==> config.mk <==
export PLATFORM = sky130hd
export DESIGN_NAME = mips_core
export DESIGN_NICKNAME = d
export VERILOG_FILES = /design/src/common/mips_pkg.sv /design/src/control/control_unit.sv /design/src/control/instr_decoder.sv /design/src/datapath/alu.sv /design/src/datapath/datapath.sv /design/src/datapath/reg_file.sv /design/src/hdl/mips_core.sv
export SDC_FILE = /design/constraint.sdc
export NUM_CORES = 2
export LEC_CHECK = 0
export BUFFER_PORTS_ARGS = -buffer_cell sky130_fd_sc_hd__buf_2
export CAP_MARGIN = 15
export CORE_MARGIN = 2
export CORE_UTILIZATION = 64
export DETAILED_ROUTE_END_ITERATION = 10
export PLACE_DENSITY_LB_ADDON = 0.12
export REMOVE_ABC_BUFFERS = 1
export SYNTH_ARGS = -nofsm -noshare
export SYNTH_HDL_FRONTEND = slang
export SYNTH_HIERARCHICAL = 1
export SYNTH_SLANG_ARGS = --single-unit
==> constraint.sdc <==
create_clock -name clk -period 8.2 [get_ports clk]
set_clock_uncertainty 0.2 [all_clocks]
set_input_delay 0.41 -clock clk [delete_from_list [all_inputs] [get_ports clk]]
set_output_delay 0.41 -clock clk [all_outputs]
set_load 0.03 [all_outputs]
==> src/common/mips_pkg.sv <==
// shared widths, opcodes, enums and structs for the multicycle mips core, pulled in by import
package mips_pkg;

    localparam int data_w     = 32;
    localparam int reg_addr_w = 5;

    typedef logic [data_w-1:0]     word_t;      // data word and byte address
    typedef logic [reg_addr_w-1:0] reg_idx_t;   // register file index
    typedef logic [5:0]            opcode_t;
    typedef logic [5:0]            funct_t;
    typedef logic [15:0]           imm_t;       // raw i-type immediate

    // primary opcodes, ir[31:26]
    localparam opcode_t op_rtype = 6'd0;
    localparam opcode_t op_j     = 6'd2;
    localparam opcode_t op_beq   = 6'd4;
    localparam opcode_t op_addi  = 6'd8;
    localparam opcode_t op_lw    = 6'd35;
    localparam opcode_t op_sw    = 6'd43;

    // r-type funct codes, ir[5:0]
    localparam funct_t fn_add = 6'd32;
    localparam funct_t fn_sub = 6'd34;
    localparam funct_t fn_and = 6'd36;
    localparam funct_t fn_or  = 6'd37;
    localparam funct_t fn_slt = 6'd42;

    typedef enum logic [3:0] {
        alu_and = 4'd0,
        alu_sub = 4'd1,    // also the beq compare
        alu_add = 4'd2,    // pc+4, addresses, addi
        alu_or  = 4'd3,
        alu_slt = 4'd4     // signed
    } alu_op_t;

    // second alu operand
    typedef enum logic [1:0] {
        srcb_reg     = 2'd0,   // b register
        srcb_four    = 2'd1,   // pc increment
        srcb_imm     = 2'd2,   // sign-extended imm
        srcb_imm_sl2 = 2'd3    // branch word offset
    } srcb_sel_t;

    typedef enum logic [3:0] {
        idle,
        fetch,
        decode,
        determine_execution,
        execute,
        write_back_reg,
        get_effective_addr,
        store_or_load,
        store,
        load,
        branch_get_addr,
        branch_compare,
        jump
    } cu_state_t;

    // instruction class and per-instruction selects
    typedef struct packed {
        logic      is_r;
        logic      is_i;
        logic      is_j;
        logic      is_lw;
        logic      is_sw;
        logic      is_beq;
        logic      is_addi;
        logic      reg_dst;    // 1 = rd, 0 = rt
        srcb_sel_t srcb;
        alu_op_t   alu_op;
    } decode_t;

    // datapath controls, one set per state
    typedef struct packed {
        logic      pc_write;        // pc <= alu result
        logic      branch;          // gated with zero in the datapath
        logic      pc_src_aluout;
        logic      jump;
        logic      ior_d;           // memory address from alu-out
        logic      mem_write;
        logic      ir_write;
        logic      data_write;
        logic      rdx_en;          // capture a/b from the register file
        logic      aluout_en;
        logic      reg_write;
        logic      mem_to_reg;
        logic      reg_dst;
        logic      srca_reg;        // 1 = a register, 0 = pc
        srcb_sel_t srcb;
        alu_op_t   alu_op;
    } ctrl_t;

    typedef struct packed {
        word_t addr;    // byte address
        word_t wdata;
        logic  we;
    } mem_req_t;

endpackage

==> src/control/control_unit.sv <==
// multicycle state machine sequencing fetch, decode and execute paths, drives datapath controls
`timescale 1ns/1ps

module control_unit import mips_pkg::*;
(
    input  logic    clk,
    input  logic    reset,
    input  opcode_t opcode,
    input  funct_t  funct,
    output ctrl_t   ctrl
);

    cu_state_t state;
    cu_state_t state_next;
    decode_t   dec;

    instr_decoder u_decoder
    (
        .opcode (opcode),
        .funct  (funct),
        .dec    (dec)
    );

    always_ff @(posedge clk or negedge reset)
    begin
        if (!reset)
            state <= idle;
        else
            state <= state_next;   // one state per clock
    end

    // next state
    always_comb
    begin
        case (state)
            idle:                state_next = fetch;
            fetch:               state_next = decode;
            decode:              state_next = determine_execution;
            determine_execution:
            begin
                if (dec.is_r)
                    state_next = execute;
                else if (dec.is_i)
                begin
                    if (dec.is_beq)
                        state_next = branch_get_addr;
                    else if (dec.is_addi)
                        state_next = execute;
                    else
                        state_next = get_effective_addr;   // lw and sw share this
                end
                else if (dec.is_j)
                    state_next = jump;
                else
                    state_next = fetch;    // unknown instruction is skipped
            end
            execute:             state_next = write_back_reg;
            write_back_reg:      state_next = fetch;
            get_effective_addr:  state_next = store_or_load;
            store_or_load:
            begin
                if (dec.is_sw)
                    state_next = store;
                else if (dec.is_lw)
                    state_next = load;
                else
                    state_next = fetch;
            end
            store:               state_next = fetch;
            load:                state_next = write_back_reg;   // data reg now holds the word
            branch_get_addr:     state_next = branch_compare;
            branch_compare:      state_next = fetch;
            jump:                state_next = fetch;
            default:             state_next = idle;
        endcase
    end

    // moore outputs from the registered state
    always_comb
    begin
        ctrl = '0;
        case (state)
            fetch:
            begin
                ctrl.ir_write = 1'b1;        // ir <= mem[pc]
                ctrl.srcb     = srcb_four;
                ctrl.alu_op   = alu_add;
                ctrl.pc_write = 1'b1;        // pc <= pc + 4
            end
            decode:
                ctrl.rdx_en = 1'b1;          // latch rs/rt reads
            execute:
            begin
                ctrl.srca_reg  = 1'b1;
                ctrl.srcb      = dec.srcb;
                ctrl.alu_op    = dec.alu_op;
                ctrl.aluout_en = 1'b1;
            end
            write_back_reg:
            begin
                ctrl.reg_write  = 1'b1;
                ctrl.reg_dst    = dec.reg_dst;
                ctrl.mem_to_reg = dec.is_lw;   // lw writes the data reg
            end
            get_effective_addr:
            begin
                ctrl.srca_reg  = 1'b1;
                ctrl.srcb      = srcb_imm;
                ctrl.alu_op    = alu_add;
                ctrl.aluout_en = 1'b1;
            end
            store:
            begin
                ctrl.ior_d     = 1'b1;
                ctrl.mem_write = 1'b1;       // b reg to mem[aluout]
            end
            load:
            begin
                ctrl.ior_d      = 1'b1;
                ctrl.data_write = 1'b1;
            end
            branch_get_addr:
            begin
                ctrl.srcb      = srcb_imm_sl2;   // pc already +4
                ctrl.alu_op    = alu_add;
                ctrl.aluout_en = 1'b1;
            end
            branch_compare:
            begin
                ctrl.srca_reg      = 1'b1;
                ctrl.srcb          = srcb_reg;
                ctrl.alu_op        = alu_sub;
                ctrl.branch        = 1'b1;
                ctrl.pc_src_aluout = 1'b1;   // target from alu-out
            end
            jump:
                ctrl.jump = 1'b1;
            default:
                ctrl = '0;                   // idle and wait states drive nothing
        endcase
    end

    // memory writes only come out of store, entered from store_or_load
    a_store_only: assert property (@(posedge clk) disable iff (!reset)
        ctrl.mem_write |-> (state == store) && ($past(state) == store_or_load));

    a_state_legal: assert property (@(posedge clk) disable iff (!reset)
        !$isunknown(state) && (state <= jump));

endmodule

==> src/control/instr_decoder.sv <==
// combinational opcode/funct decode into class flags and operand selects for the control unit
`timescale 1ns/1ps

module instr_decoder import mips_pkg::*;
(
    input  opcode_t opcode,
    input  funct_t  funct,
    output decode_t dec
);

    always_comb
    begin
        dec        = '0;          // no class, rt dest, b operand
        dec.alu_op = alu_add;     // address and addi default
        case (opcode)
            op_rtype:
            begin
                dec.is_r    = 1'b1;
                dec.reg_dst = 1'b1;    // write rd
                case (funct)
                    fn_add:  dec.alu_op = alu_add;
                    fn_sub:  dec.alu_op = alu_sub;
                    fn_and:  dec.alu_op = alu_and;
                    fn_or:   dec.alu_op = alu_or;
                    fn_slt:  dec.alu_op = alu_slt;
                    default: dec.alu_op = alu_add;   // unsupported funct acts as add
                endcase
            end
            op_addi:
            begin
                dec.is_i    = 1'b1;
                dec.is_addi = 1'b1;
                dec.srcb    = srcb_imm;
            end
            op_lw:
            begin
                dec.is_i  = 1'b1;
                dec.is_lw = 1'b1;
                dec.srcb  = srcb_imm;  // base + offset
            end
            op_sw:
            begin
                dec.is_i  = 1'b1;
                dec.is_sw = 1'b1;
                dec.srcb  = srcb_imm;
            end
            op_beq:
            begin
                dec.is_i   = 1'b1;
                dec.is_beq = 1'b1;
                dec.alu_op = alu_sub;  // rs - rt, zero means equal
            end
            op_j:
            begin
                dec.is_j = 1'b1;
            end
            default:
                ;    // unknown opcode leaves every class flag low
        endcase
    end

endmodule

==> src/datapath/alu.sv <==
// combinational alu for add, sub, and, or and signed slt, zero flag for beq
`timescale 1ns/1ps

module alu import mips_pkg::*;
(
    input  word_t   a,
    input  word_t   b,
    input  alu_op_t op,
    output word_t   y,
    output logic    zero
);

    logic lt;    // signed a < b

    assign lt = $signed(a) < $signed(b);

    always_comb
    begin
        case (op)
            alu_add:
                y = a + b;      // wraps, no overflow trap
            alu_sub:
                y = a - b;
            alu_and:
                y = a & b;
            alu_or:
                y = a | b;
            alu_slt:
                y = {{(data_w-1){1'b0}}, lt};
            default:
                y = '0;
        endcase
    end

    assign zero = (y == '0);

endmodule

==> src/datapath/datapath.sv <==
// multicycle datapath holding pc, ir, data, a/b and alu-out registers, instanced by the core
`timescale 1ns/1ps

module datapath import mips_pkg::*;
(
    input  logic     clk,
    input  logic     reset,
    input  ctrl_t    ctrl,
    output opcode_t  opcode,
    output funct_t   funct,
    output mem_req_t mem_req,
    input  word_t    mem_rdata
);

    word_t    pc_q;
    word_t    ir_q;
    word_t    mdr_q;       // load data
    word_t    a_q;
    word_t    b_q;
    word_t    aluout_q;
    word_t    rd1;
    word_t    rd2;
    word_t    srca;
    word_t    srcb;
    word_t    alu_y;
    logic     alu_zero;
    word_t    imm_ext;
    word_t    jump_target;
    word_t    pc_next;
    logic     pc_en;
    imm_t     imm;
    reg_idx_t wa;
    word_t    wd;

    // instruction fields
    assign opcode  = ir_q[31:26];
    assign funct   = ir_q[5:0];
    assign imm     = ir_q[15:0];
    assign imm_ext = {{(data_w-16){imm[15]}}, imm};
    assign jump_target = {pc_q[31:28], ir_q[25:0], 2'b00};   // pc holds pc+4 here

    // program counter and instruction register
    always_ff @(posedge clk or negedge reset)
    begin
        if (!reset)
        begin
            pc_q <= '0;    // first fetch at 0
            ir_q <= '0;
        end
        else
        begin
            if (pc_en)
                pc_q <= pc_next;
            if (ctrl.ir_write)
                ir_q <= mem_rdata;
        end
    end

    always_ff @(posedge clk)
    begin
        if (ctrl.data_write)
            mdr_q <= mem_rdata;
        if (ctrl.rdx_en)
        begin
            a_q <= rd1;
            b_q <= rd2;
        end
        if (ctrl.aluout_en)
            aluout_q <= alu_y;
    end

    // taken beq needs zero from the compare in the same cycle
    assign pc_en = ctrl.pc_write | (ctrl.branch & alu_zero) | ctrl.jump;

    always_comb
    begin
        if (ctrl.jump)
            pc_next = jump_target;
        else if (ctrl.pc_src_aluout)
            pc_next = aluout_q;     // branch target
        else
            pc_next = alu_y;        // pc + 4
    end

    assign srca = ctrl.srca_reg ? a_q : pc_q;

    always_comb
    begin
        case (ctrl.srcb)
            srcb_reg:     srcb = b_q;
            srcb_four:    srcb = 32'd4;
            srcb_imm:     srcb = imm_ext;
            srcb_imm_sl2: srcb = {imm_ext[data_w-3:0], 2'b00};
            default:      srcb = b_q;
        endcase
    end

    assign wa = ctrl.reg_dst ? ir_q[15:11] : ir_q[20:16];   // rd or rt
    assign wd = ctrl.mem_to_reg ? mdr_q : aluout_q;

    reg_file u_reg_file
    (
        .clk   (clk),
        .reset (reset),
        .ra1   (ir_q[25:21]),    // rs
        .ra2   (ir_q[20:16]),    // rt
        .wa    (wa),
        .we    (ctrl.reg_write),
        .wd    (wd),
        .rd1   (rd1),
        .rd2   (rd2)
    );

    alu u_alu
    (
        .a    (srca),
        .b    (srcb),
        .op   (ctrl.alu_op),
        .y    (alu_y),
        .zero (alu_zero)
    );

    // unified memory port
    assign mem_req.addr  = ctrl.ior_d ? aluout_q : pc_q;
    assign mem_req.wdata = b_q;     // sw data from rt
    assign mem_req.we    = ctrl.mem_write;

endmodule

==> src/datapath/reg_file.sv <==
// 32 x 32 register file, two async read ports, one write port on the clock edge, r0 fixed at zero
`timescale 1ns/1ps

module reg_file import mips_pkg::*;
(
    input  logic     clk,
    input  logic     reset,
    input  reg_idx_t ra1,
    input  reg_idx_t ra2,
    input  reg_idx_t wa,
    input  logic     we,
    input  word_t    wd,
    output word_t    rd1,
    output word_t    rd2
);

    word_t regs [2**reg_addr_w];

    always_ff @(posedge clk or negedge reset)
    begin
        if (!reset)
        begin
            for (int i = 0; i < 2**reg_addr_w; i++)
                regs[i] <= '0;
        end
        else if (we && (wa != '0))    // r0 writes dropped
            regs[wa] <= wd;
    end

    assign rd1 = regs[ra1];
    assign rd2 = regs[ra2];    // r0 stays at its reset value

    // r0 reads back as zero on both ports
    a_r0_zero: assert property (@(posedge clk) disable iff (!reset)
        ((ra1 != '0) || (rd1 == '0)) && ((ra2 != '0) || (rd2 == '0)));

endmodule

==> src/hdl/mips_core.sv <==
// top of the multicycle mips core, joins control unit and datapath to the unified memory port
`timescale 1ns/1ps

module mips_core import mips_pkg::*;
(
    input  logic     clk,
    input  logic     reset,
    output mem_req_t mem_req,
    input  word_t    mem_rdata    // same-cycle read data
);

    ctrl_t   ctrl;
    opcode_t opcode;     // from ir
    funct_t  funct;

    control_unit u_control_unit
    (
        .clk    (clk),
        .reset  (reset),
        .opcode (opcode),
        .funct  (funct),
        .ctrl   (ctrl)
    );

    datapath u_datapath
    (
        .clk       (clk),
        .reset     (reset),
        .ctrl      (ctrl),
        .opcode    (opcode),
        .funct     (funct),
        .mem_req   (mem_req),
        .mem_rdata (mem_rdata)
    );

endmodule

==> metrics.md <==
| Metric | Value |
|---|---|
| Routed wire length | 236,000 um |
| VDD IR max | roughly 0.38 mV |
| Clock tree buffer depth | 3 |
| Post-synthesis cell count | about 6,000 |
| Number of flops mapped to enable cells by yosys | about 130 |
| Final hold violation count | 0 |
| Die Area | between 100,000 and 150,000 um^2 |
| DR pass1 iterations | 6 |
| P per Cell Area | approximately 380 nW/um^2 |
| Vias in the first global route | between 50,000 and 60,000 |
| Synth top area share | 0.388 |
| Post-synthesis cell area | 70,400 um^2 |
| Synth Warn # | 6 |
| Final instance area | 75,600 um^2 |
| IO Port Bufs | between 90 and 100 |
| Slowest cell on the critical path | ha_1 |
| Worst path required time | a little under 9 ns |
| CTS tree | built |
| Worst setup path category | register to register |
| Area leader, netlist | dfrtp_1 |
| Area growth, synth to finish | 7.37% |
| DRC | 0 |
| Clk pin slew, worst setup/hold paths | approximately 0.060 ns |
| Die height | between 300 and 400 um |
| Maximum clock frequency | approximately 130 MHz |
| Total grt overflow | 0 |
| Worst slew pin tran | about 1.3 ns |
| Initial DRC count | 6,042 |
| Initial antenna violation count | 7 |
| DR WL/cell | 32.0 um |
| Post-layout min period | 7.58 ns |
| Core Region | 109,000 um^2 |
| Rows | between 100 and 150 |
| Share of layout cells above drive strength 1 | 0.265 |
| Filler cells | approximately 8,000 |
| Area contributors post-synth | dfrtp_1 (39%), mux2_2 (17%), mux2i_1 (15%), edfxtp_1 (5.5%), a22oi_1 (2.3%) |
| Die width | 336 um |
| Placer Congestion | slightly below 1 |
| Outcome | finished clean |
| Crit end category | register |
| Routed vias | 52,400 |
| Clock sinks | ~1,200 |
| Multi-input logic area | 35,900 um^2 |
| Crit start category | register |
| Worst Path Arrival | about 8.0 ns |
| Util after Layout | 0.694 |
| Vias per cell | 7.11 |
| Unrepaired setup endpoints after global routing | false |
| I/O Pins | 99 |
| Setup Total Neg Slack | 0 ns |
| Synthesized area per cell | approximately 12 um^2 |
| Slew headroom | 0.130 |
| CP Cell Sequence | nor2b_1 > o21ai_1 > a21oi_4 > buf_12 > buf_4 > mux2i_1 > o21ai_0 > inv_1 > ha_1 > nand2_1 > nor2_1 > nand2_1 > o31a_1 > o311ai_1 > o2bb2ai_1 > nor2_1 > o32ai_1 > nor4_1 > nand4_1 > nor2_2 > a211oi_4 > buf_4 > a22oi_1 > o21ai_0 |
| Root buf cell | clkbuf_16 |
| Register area share after synthesis | 0.442 |
| Clk_lat worst skew | just under 0.8 ns |
| Pin count of the biggest net entering global routing | approximately 170 |
| Total power | 29.1 mW |
| Starting Density | 0.646 |
| Hold Crit Class | input pin to async pin |
| Crit Path Max Fanout | 21 |
| Slew Viols, Final | 0 |
| Post-DRT Antenna Nets | 0 |
| # setup viols final | 0 |
| Static Leak | 36.3 nW |
| Max-cap violations | 0 |
| Final period utilization | 0.924 |
| Yosys cell types | between 100 and 150 |
| GRT Overall Usage | 0.415 |
| Nets | 5,984 |
| First-pass GRT wire length | around 350,000 um |
| WP buf/inv | 4 |
| #FFs+latches synth | between 1,000 and 1,500 |
| FFs w/ async S/R, synth | 0.895 |
| Cell family with the largest share of critical-path delay | compound AO/OA/AOI/OAI gates |
| Area post-placement | 70,800 um^2 |
| Register area | 31,200 um^2 |
| CP max stage delay | slightly below 0.7 ns |
| Post-CTS sizing | 0 |
| TritonCTS buffer count | 136 |
| Synth Flop Type | dfrtp_1 |
| HPWL Detailed | approximately 140,000 um |
| CTS HTree Levels | 4 |
==> per-stage QoR <==
step	setup WS [ns]	instances	hold WS, ns
4_1_cts	0.450	7365	0.132
6_report	0.620	7373	0.120
3_5_place_dp	0.492	7085	0.188
2_1_floorplan	-10.83	5470	-0.0856
5_1_grt	0.324	7367	0.150
3_3_place_gp	0.660	7084	0.184
==> cells in the mapped netlist, types with 15 or more instances <==
cell / number
dfrtp_1: 1092
mux2_2: 1078
mux2i_1: 1073
a21oi_1: 272
nand2_1: 271
clkbuf_1: 252
nand3_1: 226
a22oi_1: 220
buf_2: 147
a22o_1: 131
edfxtp_1: 128
ha_1: 104
nor2_1: 101
nor3_1: 96
inv_1: 95
buf_4: 93
o21ai_0: 84
a31oi_1: 71
buf_6: 54
mux2_1: 48
a21o_1: 30
buf_1: 28
o21ai_1: 23
nor2b_1: 20
nor2_4: 16
nand2b_1: 15
o211ai_1: 15
==> flip-flops by register name, indices dropped and copies added (netlist names) <==
register                    count
u_datapath/a_q                 32
u_datapath/mdr_q               32
u_datapath/aluout_q            32
u_control_unit/state            4
u_datapath/b_q                 32
u_datapath/pc_q                32
u_datapath/ir_q                32
u_datapath/u_reg_file/regs   1024
==> cells in the final DEF (no fill, tap or decap), types with 104 or more instances in the layout <==
master,synthesis,routed
a22o_1,131,131
dfrtp_1,1092,1090
edfxtp_1,128,128
ha_1,104,104
mux2_2,1078,1078
mux2i_1,1073,1073
nand2_1,271,254
clkbuf_16,0,145
nand3_1,226,226
a22oi_1,220,220
a21oi_1,272,271
==> final timing paths <==
path                                                  start  slack [ns]  cells after the start                               end
min in group clk                              mem_rdata[18]        0.18                      2              u_datapath/mdr_q[18]
setup reg to reg                    u_control_unit/state[2]        0.62                     24               u_datapath/pc_q[21]
setup / recovery                    u_control_unit/state[2]        0.62                     24               u_datapath/pc_q[21]
hold / removal                                        reset        0.12                      2   u_datapath/u_reg_file/regs[775]
max in group asynchronous                             reset        5.70                      4               u_datapath/ir_q[26]
hold reg to reg            u_datapath/u_reg_file/regs[1006]        0.20                      0  u_datapath/u_reg_file/regs[1006]
==> worst reg2reg max path: stages, from the launching register on <==
cell	delay, ns
dfrtp_1	0.60
nor2b_1	0.55
o21ai_1	0.21
a21oi_4	0.22
buf_12	0.18
buf_4	0.21
mux2i_1	0.11
o21ai_0	0.31
inv_1	0.13
ha_1	0.69
nand2_1	0.22
nor2_1	0.28
nand2_1	0.09
o31a_1	0.36
o311ai_1	0.65
o2bb2ai_1	0.26
nor2_1	0.08
o32ai_1	0.43
nor4_1	0.11
nand4_1	0.16
nor2_2	0.10
a211oi_4	0.61
buf_4	0.44
a22oi_1	0.13
o21ai_0	0.15
==> logic make-up after synthesis <==
kind of cell,Yosys count,share of synthesized area
compound gates,999,0.0967
xor+xnor,4,0.000497
fa+ha+maj,106,0.0190
buf+inv,678,0.0498
flops,1220,0.442
mux,2200,0.333
other cells,1,0.0000532
simple gates,840,0.0587
==> cell type report <==
type                            count  area share
Tap cell                         1414      0.0234
Antenna cell                        6    0.000199
Timing Repair Buffer              236      0.0249
Clock inverter                     33     0.00462
Sequential cell                  1220       0.412
Clock buffer                      214      0.0544
Inverter                           99     0.00498
Multi-Input combinational cell   4151       0.475
==> report_power, final <==
part | leakage [nW] | internal [mW] | total, mW | switching, mW
logic | 17.9 | 5.19 | 14.4 | 9.21
clock network | 2.20 | 3.61 | 6.17 | 2.55
registers | 16.3 | 7.36 | 8.52 | 1.16
total | 36.3 | 16.2 | 29.1 | 12.9
==> timing repair <==
item / CTS / global route
setup endpoints to repair: 0 / 21
hold endpoints to repair: 162 / 0
buffers inserted: 0 / 2
hold buffers: 33 / 0
==> metal layers <==
metal,share of wire,vias up,GRT usage
li1,-,22000,-
met1,0.40,26800,0.572
met2,0.44,2973,0.623
met3,0.10,682,0.0960
met4,0.050,4,0.197
met5,0.00049,-,0
Power figures use the tool's default switching activity.
